==> src/cracker_pkg.sv <==
package cracker_pkg;

	localparam int CAND_LEN = 3; // characters per candidate
	localparam int ALPHABET_SIZE = 36;
	localparam int NUM_TARGETS = 4;
	localparam int BLOCK_W = 512;
	localparam int DIGEST_W = 256;
	localparam int ROUNDS = 64;
	localparam int SHA_CREDITS = 1; // block slots inside the core

	typedef logic [5:0] sym_idx_t;
	typedef logic [7:0] char_t;
	typedef logic [CAND_LEN*8-1:0] cand_t; // first character in the top byte
	typedef logic [BLOCK_W-1:0] block_t;
	typedef logic [DIGEST_W-1:0] digest_t;
	typedef logic [31:0] word_t;
	typedef logic [$clog2(NUM_TARGETS)-1:0] tgt_idx_t;

	typedef struct packed {
		block_t block;
		cand_t cand;
	} block_msg_t;

	typedef struct packed {
		digest_t digest;
		cand_t cand;
	} digest_msg_t;

	localparam sym_idx_t SYM_MAX = sym_idx_t'(ALPHABET_SIZE - 1); // last symbol, wraps after it

	// letters first, then digits
	localparam char_t ALPHABET [ALPHABET_SIZE] = '{
		"a", "b", "c", "d", "e", "f", "g", "h", "i", "j", "k", "l", "m",
		"n", "o", "p", "q", "r", "s", "t", "u", "v", "w", "x", "y", "z",
		"0", "1", "2", "3", "4", "5", "6", "7", "8", "9"
	};

	localparam word_t SHA_K [ROUNDS] = '{
		32'h428a2f98, 32'h71374491, 32'hb5c0fbcf, 32'he9b5dba5,
		32'h3956c25b, 32'h59f111f1, 32'h923f82a4, 32'hab1c5ed5,
		32'hd807aa98, 32'h12835b01, 32'h243185be, 32'h550c7dc3,
		32'h72be5d74, 32'h80deb1fe, 32'h9bdc06a7, 32'hc19bf174,
		32'he49b69c1, 32'hefbe4786, 32'h0fc19dc6, 32'h240ca1cc,
		32'h2de92c6f, 32'h4a7484aa, 32'h5cb0a9dc, 32'h76f988da,
		32'h983e5152, 32'ha831c66d, 32'hb00327c8, 32'hbf597fc7,
		32'hc6e00bf3, 32'hd5a79147, 32'h06ca6351, 32'h14292967,
		32'h27b70a85, 32'h2e1b2138, 32'h4d2c6dfc, 32'h53380d13,
		32'h650a7354, 32'h766a0abb, 32'h81c2c92e, 32'h92722c85,
		32'ha2bfe8a1, 32'ha81a664b, 32'hc24b8b70, 32'hc76c51a3,
		32'hd192e819, 32'hd6990624, 32'hf40e3585, 32'h106aa070,
		32'h19a4c116, 32'h1e376c08, 32'h2748774c, 32'h34b0bcb5,
		32'h391c0cb3, 32'h4ed8aa4a, 32'h5b9cca4f, 32'h682e6ff3,
		32'h748f82ee, 32'h78a5636f, 32'h84c87814, 32'h8cc70208,
		32'h90befffa, 32'ha4506ceb, 32'hbef9a3f7, 32'hc67178f2
	};

	localparam word_t SHA_H0 [8] = '{
		32'h6a09e667, 32'hbb67ae85, 32'h3c6ef372, 32'ha54ff53a,
		32'h510e527f, 32'h9b05688c, 32'h1f83d9ab, 32'h5be0cd19
	};

endpackage

==> src/credit_if.sv <==
interface credit_if #(
	parameter type payload_t = logic
);

	logic valid; // one beat per spent credit
	logic last; // final candidate of the search space
	payload_t payload;
	logic credit; // receiver freed one slot

	modport sender (
		output valid,
		output last,
		output payload,
		input credit
	);

	modport receiver (
		input valid,
		input last,
		input payload,
		output credit
	);

endinterface

==> src/candidate_gen.sv <==
module candidate_gen import cracker_pkg::*; (
	input logic clk,
	input logic rst_n,
	input logic start,
	credit_if.sender blk
);

	typedef logic [$clog2(SHA_CREDITS + 1)-1:0] cnt_t;

	sym_idx_t digit [CAND_LEN]; // digit 0 is the last character
	sym_idx_t digit_next [CAND_LEN];
	logic carry;
	logic at_end; // every digit at SYM_MAX
	cand_t cand_now;
	cnt_t credits;
	logic running;
	logic send;

	// odometer step and ascii mapping
	always_comb begin
		carry = 1'b1;
		at_end = 1'b1;
		for (int i = 0; i < CAND_LEN; i++) begin
			cand_now[i*8 +: 8] = ALPHABET[digit[i]];
			at_end = at_end & (digit[i] == SYM_MAX);
			digit_next[i] = digit[i];
			if (carry) begin
				if (digit[i] == SYM_MAX) begin
					digit_next[i] = '0; // wrap, carry on
				end else begin
					digit_next[i] = digit[i] + 1'b1;
					carry = 1'b0;
				end
			end
		end
	end

	// a credit arriving this cycle is usable at once
	assign send = (running || start) && (credits != '0 || blk.credit);

	always_ff @(posedge clk) begin
		if (!rst_n) begin
			running <= 1'b0;
			credits <= cnt_t'(SHA_CREDITS);
			blk.valid <= 1'b0;
			blk.last <= 1'b0;
			for (int i = 0; i < CAND_LEN; i++) begin
				digit[i] <= '0;
			end
		end else begin
			blk.valid <= send;
			credits <= credits + cnt_t'(blk.credit) - cnt_t'(send);
			if (start) begin
				running <= 1'b1;
			end
			if (send) begin
				blk.last <= at_end;
				for (int i = 0; i < CAND_LEN; i++) begin
					digit[i] <= digit_next[i];
				end
				if (at_end) begin
					running <= 1'b0; // search space exhausted
				end
			end
		end
	end

	// message bytes, the 0x80 pad byte, zeros, then the length in bits
	always_ff @(posedge clk) begin
		if (send) begin
			blk.payload.block <= {cand_now, 8'h80,
				{(BLOCK_W - CAND_LEN * 8 - 72){1'b0}}, 64'(CAND_LEN * 8)};
			blk.payload.cand <= cand_now;
		end
	end

endmodule

==> src/sha256_core.sv <==
module sha256_core import cracker_pkg::*; (
	input logic clk,
	input logic rst_n,
	credit_if.receiver blk,
	credit_if.sender dig
);

	typedef enum logic [1:0] {
		S_IDLE,
		S_ROUND,
		S_FINAL, // add to H0
		S_HOLD // digest ready, waiting for a credit
	} state_t;

	typedef logic [$clog2(ROUNDS)-1:0] rnd_t;

	state_t state;
	rnd_t round;
	word_t w [16]; // rolling schedule window, w[0] is W_t
	word_t a, b, c, d, e, f, g, h;
	cand_t cand_q;
	logic last_q;
	logic dig_cred; // single digest slot downstream
	logic send;

	word_t s0_a, s1_e, ch_efg, maj_abc;
	word_t t1, t2;
	word_t sg0, sg1, w_new;

	function automatic word_t rotr(input word_t x, input int n);
		return (x >> n) | (x << (32 - n));
	endfunction

	assign s1_e = rotr(e, 6) ^ rotr(e, 11) ^ rotr(e, 25);
	assign ch_efg = (e & f) ^ (~e & g);
	assign t1 = h + s1_e + ch_efg + SHA_K[round] + w[0];
	assign s0_a = rotr(a, 2) ^ rotr(a, 13) ^ rotr(a, 22);
	assign maj_abc = (a & b) ^ (a & c) ^ (b & c);
	assign t2 = s0_a + maj_abc;

	// W_{t+16} from the current window
	assign sg0 = rotr(w[1], 7) ^ rotr(w[1], 18) ^ (w[1] >> 3);
	assign sg1 = rotr(w[14], 17) ^ rotr(w[14], 19) ^ (w[14] >> 10);
	assign w_new = sg1 + w[9] + sg0 + w[0];

	assign send = (state == S_FINAL || state == S_HOLD) && (dig_cred || dig.credit);

	always_ff @(posedge clk) begin
		if (!rst_n) begin
			state <= S_IDLE;
			round <= '0;
			dig.valid <= 1'b0;
			dig.last <= 1'b0;
			blk.credit <= 1'b0;
			dig_cred <= 1'b1;
		end else begin
			dig.valid <= 1'b0;
			blk.credit <= 1'b0;
			dig_cred <= (dig_cred | dig.credit) & ~send;
			case (state)
				S_IDLE: begin
					if (blk.valid) begin
						state <= S_ROUND;
						round <= '0;
					end
				end
				S_ROUND: begin
					round <= round + 1'b1;
					if (round == rnd_t'(ROUNDS - 1)) begin
						state <= S_FINAL;
					end
				end
				default: begin
					if (send) begin
						dig.valid <= 1'b1;
						dig.last <= last_q;
						blk.credit <= 1'b1; // block slot free again
						state <= S_IDLE;
					end else begin
						state <= S_HOLD;
					end
				end
			endcase
		end
	end

	always_ff @(posedge clk) begin
		if (state == S_IDLE && blk.valid) begin
			for (int i = 0; i < 16; i++) begin
				w[i] <= blk.payload.block[BLOCK_W-1-32*i -: 32]; // big-endian words
			end
			a <= SHA_H0[0];
			b <= SHA_H0[1];
			c <= SHA_H0[2];
			d <= SHA_H0[3];
			e <= SHA_H0[4];
			f <= SHA_H0[5];
			g <= SHA_H0[6];
			h <= SHA_H0[7];
			cand_q <= blk.payload.cand;
			last_q <= blk.last;
		end else if (state == S_ROUND) begin
			for (int i = 0; i < 15; i++) begin
				w[i] <= w[i+1];
			end
			w[15] <= w_new;
			h <= g;
			g <= f;
			f <= e;
			e <= d + t1;
			d <= c;
			c <= b;
			b <= a;
			a <= t1 + t2;
		end else if (state == S_FINAL) begin
			dig.payload.digest <= {a + SHA_H0[0], b + SHA_H0[1], c + SHA_H0[2],
				d + SHA_H0[3], e + SHA_H0[4], f + SHA_H0[5], g + SHA_H0[6],
				h + SHA_H0[7]};
			dig.payload.cand <= cand_q;
		end
	end

endmodule

==> src/digest_match.sv <==
module digest_match import cracker_pkg::*; (
	input logic clk,
	input logic rst_n,
	input logic target_we,
	input tgt_idx_t target_sel,
	input digest_t target_digest,
	credit_if.receiver dig,
	output logic [NUM_TARGETS-1:0] found,
	output logic match_valid,
	output tgt_idx_t match_target,
	output cand_t match_cand,
	output logic done
);

	digest_t targets [NUM_TARGETS];
	logic [NUM_TARGETS-1:0] hit;
	tgt_idx_t first_hit; // lowest matching index

	always_ff @(posedge clk) begin
		if (target_we) begin
			targets[target_sel] <= target_digest;
		end
	end

	always_comb begin
		first_hit = '0;
		for (int i = NUM_TARGETS - 1; i >= 0; i--) begin
			hit[i] = (dig.payload.digest == targets[i]);
			if (hit[i]) begin
				first_hit = tgt_idx_t'(i); // lower index overrides
			end
		end
	end

	always_ff @(posedge clk) begin
		if (!rst_n) begin
			found <= '0;
			match_valid <= 1'b0;
			done <= 1'b0;
			dig.credit <= 1'b0;
		end else begin
			match_valid <= dig.valid && (|hit);
			dig.credit <= dig.valid; // digest consumed in one cycle
			if (dig.valid) begin
				found <= found | hit; // sticky
				done <= done | dig.last;
			end
		end
	end

	always_ff @(posedge clk) begin
		if (dig.valid && (|hit)) begin
			match_target <= first_hit;
			match_cand <= dig.payload.cand;
		end
	end

endmodule

==> src/hash_cracker_top.sv <==
module hash_cracker_top import cracker_pkg::*; (
	input logic clk,
	input logic rst_n,
	input logic target_we,
	input tgt_idx_t target_sel,
	input digest_t target_digest,
	input logic start,
	output logic [NUM_TARGETS-1:0] found,
	output logic match_valid,
	output tgt_idx_t match_target,
	output cand_t match_cand,
	output logic done
);

	credit_if #(.payload_t(block_msg_t)) blk_ch (); // generator to core
	credit_if #(.payload_t(digest_msg_t)) dig_ch (); // core to match stage

	candidate_gen gen0 (
		.clk (clk),
		.rst_n (rst_n),
		.start (start),
		.blk (blk_ch.sender)
	);

	sha256_core core0 (
		.clk (clk),
		.rst_n (rst_n),
		.blk (blk_ch.receiver),
		.dig (dig_ch.sender)
	);

	digest_match match0 (
		.clk (clk),
		.rst_n (rst_n),
		.target_we (target_we),
		.target_sel (target_sel),
		.target_digest (target_digest),
		.dig (dig_ch.receiver),
		.found (found),
		.match_valid (match_valid),
		.match_target (match_target),
		.match_cand (match_cand),
		.done (done)
	);

endmodule

==> config.mk <==
export PLATFORM = sky130hd
export DESIGN_NAME = hash_cracker_top
export DESIGN_NICKNAME = d
export VERILOG_FILES = /design/src/cracker_pkg.sv /design/src/credit_if.sv /design/src/candidate_gen.sv /design/src/sha256_core.sv /design/src/digest_match.sv /design/src/hash_cracker_top.sv
export SDC_FILE = /design/constraint.sdc
export NUM_CORES = 2
export LEC_CHECK = 0
export BUFFER_PORTS_ARGS = -buffer_cell sky130_fd_sc_hd__buf_4
export CORE_ASPECT_RATIO = 1.1
export CORE_UTILIZATION = 55
export CTS_CLUSTER_DIAMETER = 50
export DETAILED_ROUTE_END_ITERATION = 16
export PLACE_DENSITY = 0.72
export REMOVE_ABC_BUFFERS = 1
export SYNTH_ARGS = -nofsm -noshare
export SYNTH_HDL_FRONTEND = slang
export SYNTH_SLANG_ARGS = --single-unit
==> constraint.sdc <==
create_clock -name clk -period 32.1 [get_ports clk]
set_input_delay 6.42 -clock clk [delete_from_list [all_inputs] [get_ports clk]]
set_output_delay 6.42 -clock clk [all_outputs]
set_load 0.01 [all_outputs]
; Word-level counts from Yosys, hierarchy flattened
; Memory sizes are Yosys's and may differ from the RTL's. A register that Yosys moved wholly into a read port is not among the register bits.
; Index checks and enable logic that the tools add are counted.
[op_classes]
n_addsub = 24
multipliers = 0
div_mod_pow = 0
n_lt_le_gt_ge = 1
eq_ne = 13
n_shift = 0
mux = 53
bitwise = 61
n_reduce_logical = 18
[ops]
columns = cell, count
row1 = 256-bit equality test, 4
row2 = 32-bit two-way mux, 18
row3 = 32-bit adder, 10
row4 = 32-bit bitwise XOR, 9
row5 = 32-bit bitwise AND, 5
row6 = 32-bit by 31-bit adder with 32-bit output (second input constant), 3
row7 = 32-bit adder (second input constant), 3
row8 = 6-bit two-way mux, 9
row9 = 32-bit by 29-bit adder with 32-bit output (second input constant), 1
row10 = 32-bit by 30-bit adder with 32-bit output (second input constant), 1
row11 = 32-bit inverter, 1
row12 = 10-bit by 32-bit bitwise OR with 32-bit output, 1
row13 = 13-bit by 32-bit bitwise OR with 32-bit output, 1
row14 = 14-bit by 32-bit bitwise OR with 32-bit output, 1
row15 = 15-bit by 32-bit bitwise OR with 32-bit output, 1
row16 = 19-bit by 32-bit bitwise OR with 32-bit output, 1
row17 = 21-bit by 32-bit bitwise OR with 32-bit output, 1
row18 = 25-bit by 32-bit bitwise OR with 32-bit output, 1
row19 = 26-bit by 32-bit bitwise OR with 32-bit output, 1
row20 = 30-bit by 32-bit bitwise OR with 32-bit output, 1
row21 = 7-bit by 32-bit bitwise OR with 32-bit output, 1
row22 = 32-bit by 22-bit bitwise XOR with 32-bit output, 1
row23 = 32-bit by 29-bit bitwise XOR with 32-bit output, 1
row24 = 6-bit inverter with 7-bit output, 4
row25 = 26 further kinds, 90
[word_totals]
regBits = 609
latch_bits = 0
mem_bits_rw = 1554
rom_bits = 3584
inputBits = 262
out_inout_bits = 32
word_cells = 205
memories = 7
[mem_list]
columns = memory, words, word_bits, read_ports, rd_clocked_by_memory_dff, write_ports, line_no
row1 = (name not given), 64, 32, 1, 0, 0, sha256_core.sv:36  ; assign t1 = h + s1_e + ch_efg + SHA_K[round] + w[0];
row2 = match0.targets, 4, 256, 4, 0, 1, digest_match.sv:15  ; digest_t targets [NUM_TARGETS];
row3 = (name not given), 64, 8, 1, 1, 0, candidate_gen.sv:24  ; cand_now[i*8 +: 8] = ALPHABET[digit[i]];
row4 = (name not given), 64, 8, 1, 1, 0, candidate_gen.sv:24
row5 = (name not given), 64, 8, 1, 1, 0, candidate_gen.sv:24
row6 = core0.w, 16, 32, 16, 0, 16, sha256_core.sv:19  ; word_t w [16];
row7 = 1 more memories, -, -, -, -, -, -

; Logic depth before layout (Yosys ltp)
[logic_depth]
depth_word = 8
depth_mapped = 40
depth_no_buf = 38

; By module
; A second synthesis with hierarchy kept.
[hier_totals]
cells_unflattened = 9674
area_unflattened_um2 = 110776.2
[modules_own_cells]
columns = mod, n_inst, cells_each, area_per_inst_um2, seq_area_each_um2
row1 = sha256_core, 1, 6251, 60367.9, 29878.7
row2 = digest_match, 1, 2700, 44290.0, 31670.4
row3 = candidate_gen, 1, 723, 6118.4, 1161.1

; Worst setup path after synthesis
; No wires, ideal clock.
[synth_path]
path_type = input-to-reg
start = in target_sel[1]
end = mem match0.targets[0][0] (netlist bit), enable pin
setup_ns = 1.244
t_arrival_ns = 24.917
t_required_ns = 30.856
setup_slack_ns = 5.938
stages = 1
n_path_buf = 0
path_cell_list = nor3b_1
[synth_lines]
columns = element, line_no
row1 = from (decl), hash_cracker_top.sv:5  ; input tgt_idx_t target_sel,
row2 = to (decl), digest_match.sv:15
; Straight into the memory's write port.

; Final worst setup path
[layout_path]
start = reg core0.round[1]
end = reg core0.a[27]
[layout_via]
elab_chain_cells = 7
[layout_rtl]
columns = element, line_no
row1 = from (decl), sha256_core.sv:18  ; rnd_t round;
row2 = from (signal assigned), sha256_core.sv:68  ; round <= round + 1'b1;
row3 = 6-bit inverter with 7-bit output (implied by the code), sha256_core.sv:36
row4 = memory read 64 x 32 bit, -
row5 = 32-bit two-way mux (implied by the code) (2 in a row), sha256_core.sv:36
row6 = 32-bit adder (2 in a row), sha256_core.sv:36
row7 = 32-bit adder, sha256_core.sv:114  ; a <= t1 + t2;
row8 = to (signal assigned), sha256_core.sv:92  ; a <= SHA_H0[0];
row9 = to (signal assigned), sha256_core.sv:114
row10 = to (decl), sha256_core.sv:20  ; word_t a, b, c, d, e, f, g, h;
; No other way between the ends. The select of a mux whose other input is x is not followed.
; A chain may end at the register's enable or synchronous reset.

==> flow_summary.yaml <==
outcome:
  status: "finished, violations left"
  violations: "max-capacitance violations, max-slew violations"
setup_path:
  crit_fanout: 24
  max_stage_delay_ns: 0.76
  reg2reg_depth: 36
  path_class: "reg2reg"
  r2r_slack_ns: 22.34
  crit_required_ns: 32.83
  cp.arrival_ns: 10.49
  cp_slowest_cell: "a31oi_1"
  crit_path_start_kind: "register"
  r2r-start: "core0.round[1]"
  reg2reg_to: "core0.a[27]"
  worst_setup_path_end_kind: "register"
die:
  die-width_microns: 413
  core_sq_mm: 0.184
  rows: 165
  start_util_pct: 55.6
  pin_count: 294
  chipHeight_microns: 455
  dieArea_sq_mm: 0.188
timing:
  fmax_mhz: 102
  hold_viol_final: 0
  rsz0062_at_grt: "false"
  period_share_pct: 30.4
  fin_tns_setup_ns: 0
  finalSetupViolCount: 0
  final_max_slew_viol_count: 2
  fin_worst_skew_ns: 0.0785
  max-slew-margin-rel_pct: -5.09
  tightest_slew_ns: 1.57
  period_needed_ns: 9.76
job:
  drv_cap: 1
logic_synthesis:
  yosys_warnings: 0
  yosys-top-cells-area: "edfxtp_1 (55%), xnor2_1 (6.8%), xor2_1 (6.2%)"
  synth_common_cells: "edfxtp_1 (1885), xnor2_1 (792), xor2_1 (729)"
  synthArstFlopShare_pct: 0
  yosysMostFrequentCell: "edfxtp_1"
  yosysTopAreaCell: "edfxtp_1"
  synth_edf_count: 1885
  synth_flop_cell: "edfxtp_1"
  netlist_instances: 8106
  netlist_area_sq_mm: 0.102
  ys_ff_latch: 2163
  syn_avg_cell_area_sq_um: 12.6
  yosysSeqAreaShare_pct: 60.7
  synth_cell_types: 95
  synthDominantCellAreaShare_pct: 55.3
grt:
  grt_overflow: 0
  track_usage_pct: 44.3
  grt_pass1_wl_mm: 553
  grt_pass1_vias: 65300
  grt_max_degree: 187
  antenna_found_initial: 52
cts:
  clock_path_buffers: 3
  clk_latency_ns: 0.93
  htreeDepth: 4
  cts_setup_buffers: 0
  post_cts_resized: 0
  cts_sinks: 2163
  cts_tree: "done"
  path_clk_slew_ns: 0.06
  numCtsBuffers: 227
  postCtsHoldBufs: 0
  root_buffer: "clkbuf_16"
placed_design:
  port_buffers: 287
  gp_congestion: 1.06
  dp_hpwl_mm: 326
detailed_routing:
  route.detailed.drc: 0
  wirelength_mm: 417
  wl_per_cell_microns: 37.8
  first_iter_violations: 10900
  viasPerCell: 6.30
  vias: 69600
  ant_nets: 0
  dr.pass1.iters: 8
hold_path:
  hp-class: "reg2reg"
  hold-path-endpoint: "match0.match_cand[10]"
  whs_path_depth: 0
  worstHoldStart: "core0.dig.payload[10]"
final_layout:
  synthToLayoutAreaGrowth_pct: 12.6
  nFillCells: 14100
  multi_input_area_sq_mm: 0.0373
  layout-drive-gt1-share_pct: 9.99
  final-seq-area_sq_mm: 0.0622
  nets: 8985
==> per-layer routing <==
metal,vias up,share of wire [%],GRT usage (%)
li1,29100,-,-
met1,34700,34,51.9
met2,4602,45,67.6
met3,1194,9.4,9.14
met4,12,12,43.2
met5,-,0.019,0
==> worst max-delay path: cells and delay by family, from the launching register on <==
family	cells	cell delay (ns)
AOI/OAI and AO/OA	15	3.68
and+or+nand+nor	8	1.25
buffers and inverters	5	0.66
adders and majority gates	7	3.35
DFF	1	0.33
xor gates and xnor gates	1	0.34
==> cell usage in the layout, fill, tap and decap left out, types with 42 or more instances in the layout <==
cell	netlist	final
and2_1	438	438
buf_4	7	393
a21oi_1	304	304
nand2_1	465	464
nor3_1	84	84
a31oi_1	65	65
ha_1	162	162
xnor2_1	792	790
fa_1	187	187
xor2_1	729	724
nor2_1	496	495
diode_2	0	44
nand4_1	166	166
nand3_1	85	85
edfxtp_1	1885	1885
clkbuf_16	0	228
dfxtp_1	278	274
inv_1	467	466
nor4_1	177	160
a21o_1	90	90
o21ai_0	276	276
clkinv_1	7	42
==> worst max path at each step <==
stage / startpoint / slack [ns] / to
2_1_floorplan: target_sel[1] / 5.94 / match0.targets[0][0]
3_3_place_gp: target_sel[1] / 21.95 / match0.targets[1][118]
3_5_place_dp: target_sel[1] / 21.93 / match0.targets[1][42]
4_1_cts: core0.round[1] / 22.56 / core0.a[31]
5_1_grt: core0.round[1] / 22.01 / core0.a[31]
6_report: core0.round[1] / 22.34 / core0.a[27]
==> metrics by stage <==
| step | hold slack (ns) | setup WS, ns | instances | instance area, sq um | utilization (%) |
|---|---|---|---|---|---|
| 3_3_place_gp | 0.402 | 21.95 | 10600 | 107000 | 58.2 |
| 6_report | 0.418 | 22.34 | 11000 | 115000 | 62.5 |
| 2_1_floorplan | 0.400 | 5.94 | 7745 | 101000 | - |
| 4_1_cts | 0.419 | 22.56 | 11000 | 115000 | 62.4 |
| 3_5_place_dp | 0.405 | 21.93 | 10600 | 107000 | 58.2 |
| 5_1_grt | 0.425 | 22.01 | 11000 | 115000 | 62.5 |
==> flip-flops by register name (all words and copies together), names as in the netlist, 6 cells and up <==
name,flops
core0.dig.payload,274
core0.a,32
core0.round,6
core0.cand_q,18
core0.d,32
core0.w,512
core0.c,32
core0.g,32
match0.targets,1024
gen0.blk.payload,18
core0.e,32
gen0.digit,18
core0.f,32
match0.match_cand,18
core0.b,32
core0.h,32
==> layout make-up <==
| class | instances | area share (%) |
|---|---|---|
| clock buffers | 277 | 5.19 |
| well taps | 2421 | 2.63 |
| clock inverters | 156 | 1.56 |
| multi-input cells | 5106 | 32.4 |
| repair buffers | 400 | 2.68 |
| flip-flops and latches | 2163 | 53.9 |
| inverters | 476 | 1.56 |
| diodes | 44 | 0.0955 |
==> kinds of logic after synthesis <==
| group | after synthesis | synth area share, % |
|---|---|---|
| compound gates | 1123 | 6.93 |
| fa+ha+maj | 352 | 5.66 |
| xor+xnor | 1521 | 13.0 |
| buf+inv | 841 | 3.12 |
| other cells | 2 | 0.00733 |
| flops | 2163 | 60.7 |
| mux | 41 | 0.475 |
| simple gates | 2063 | 10.1 |
Power is left out: the tool's default activity adds up to more than one toggle a clock period on the data nets, which glitch-free logic cannot reach.
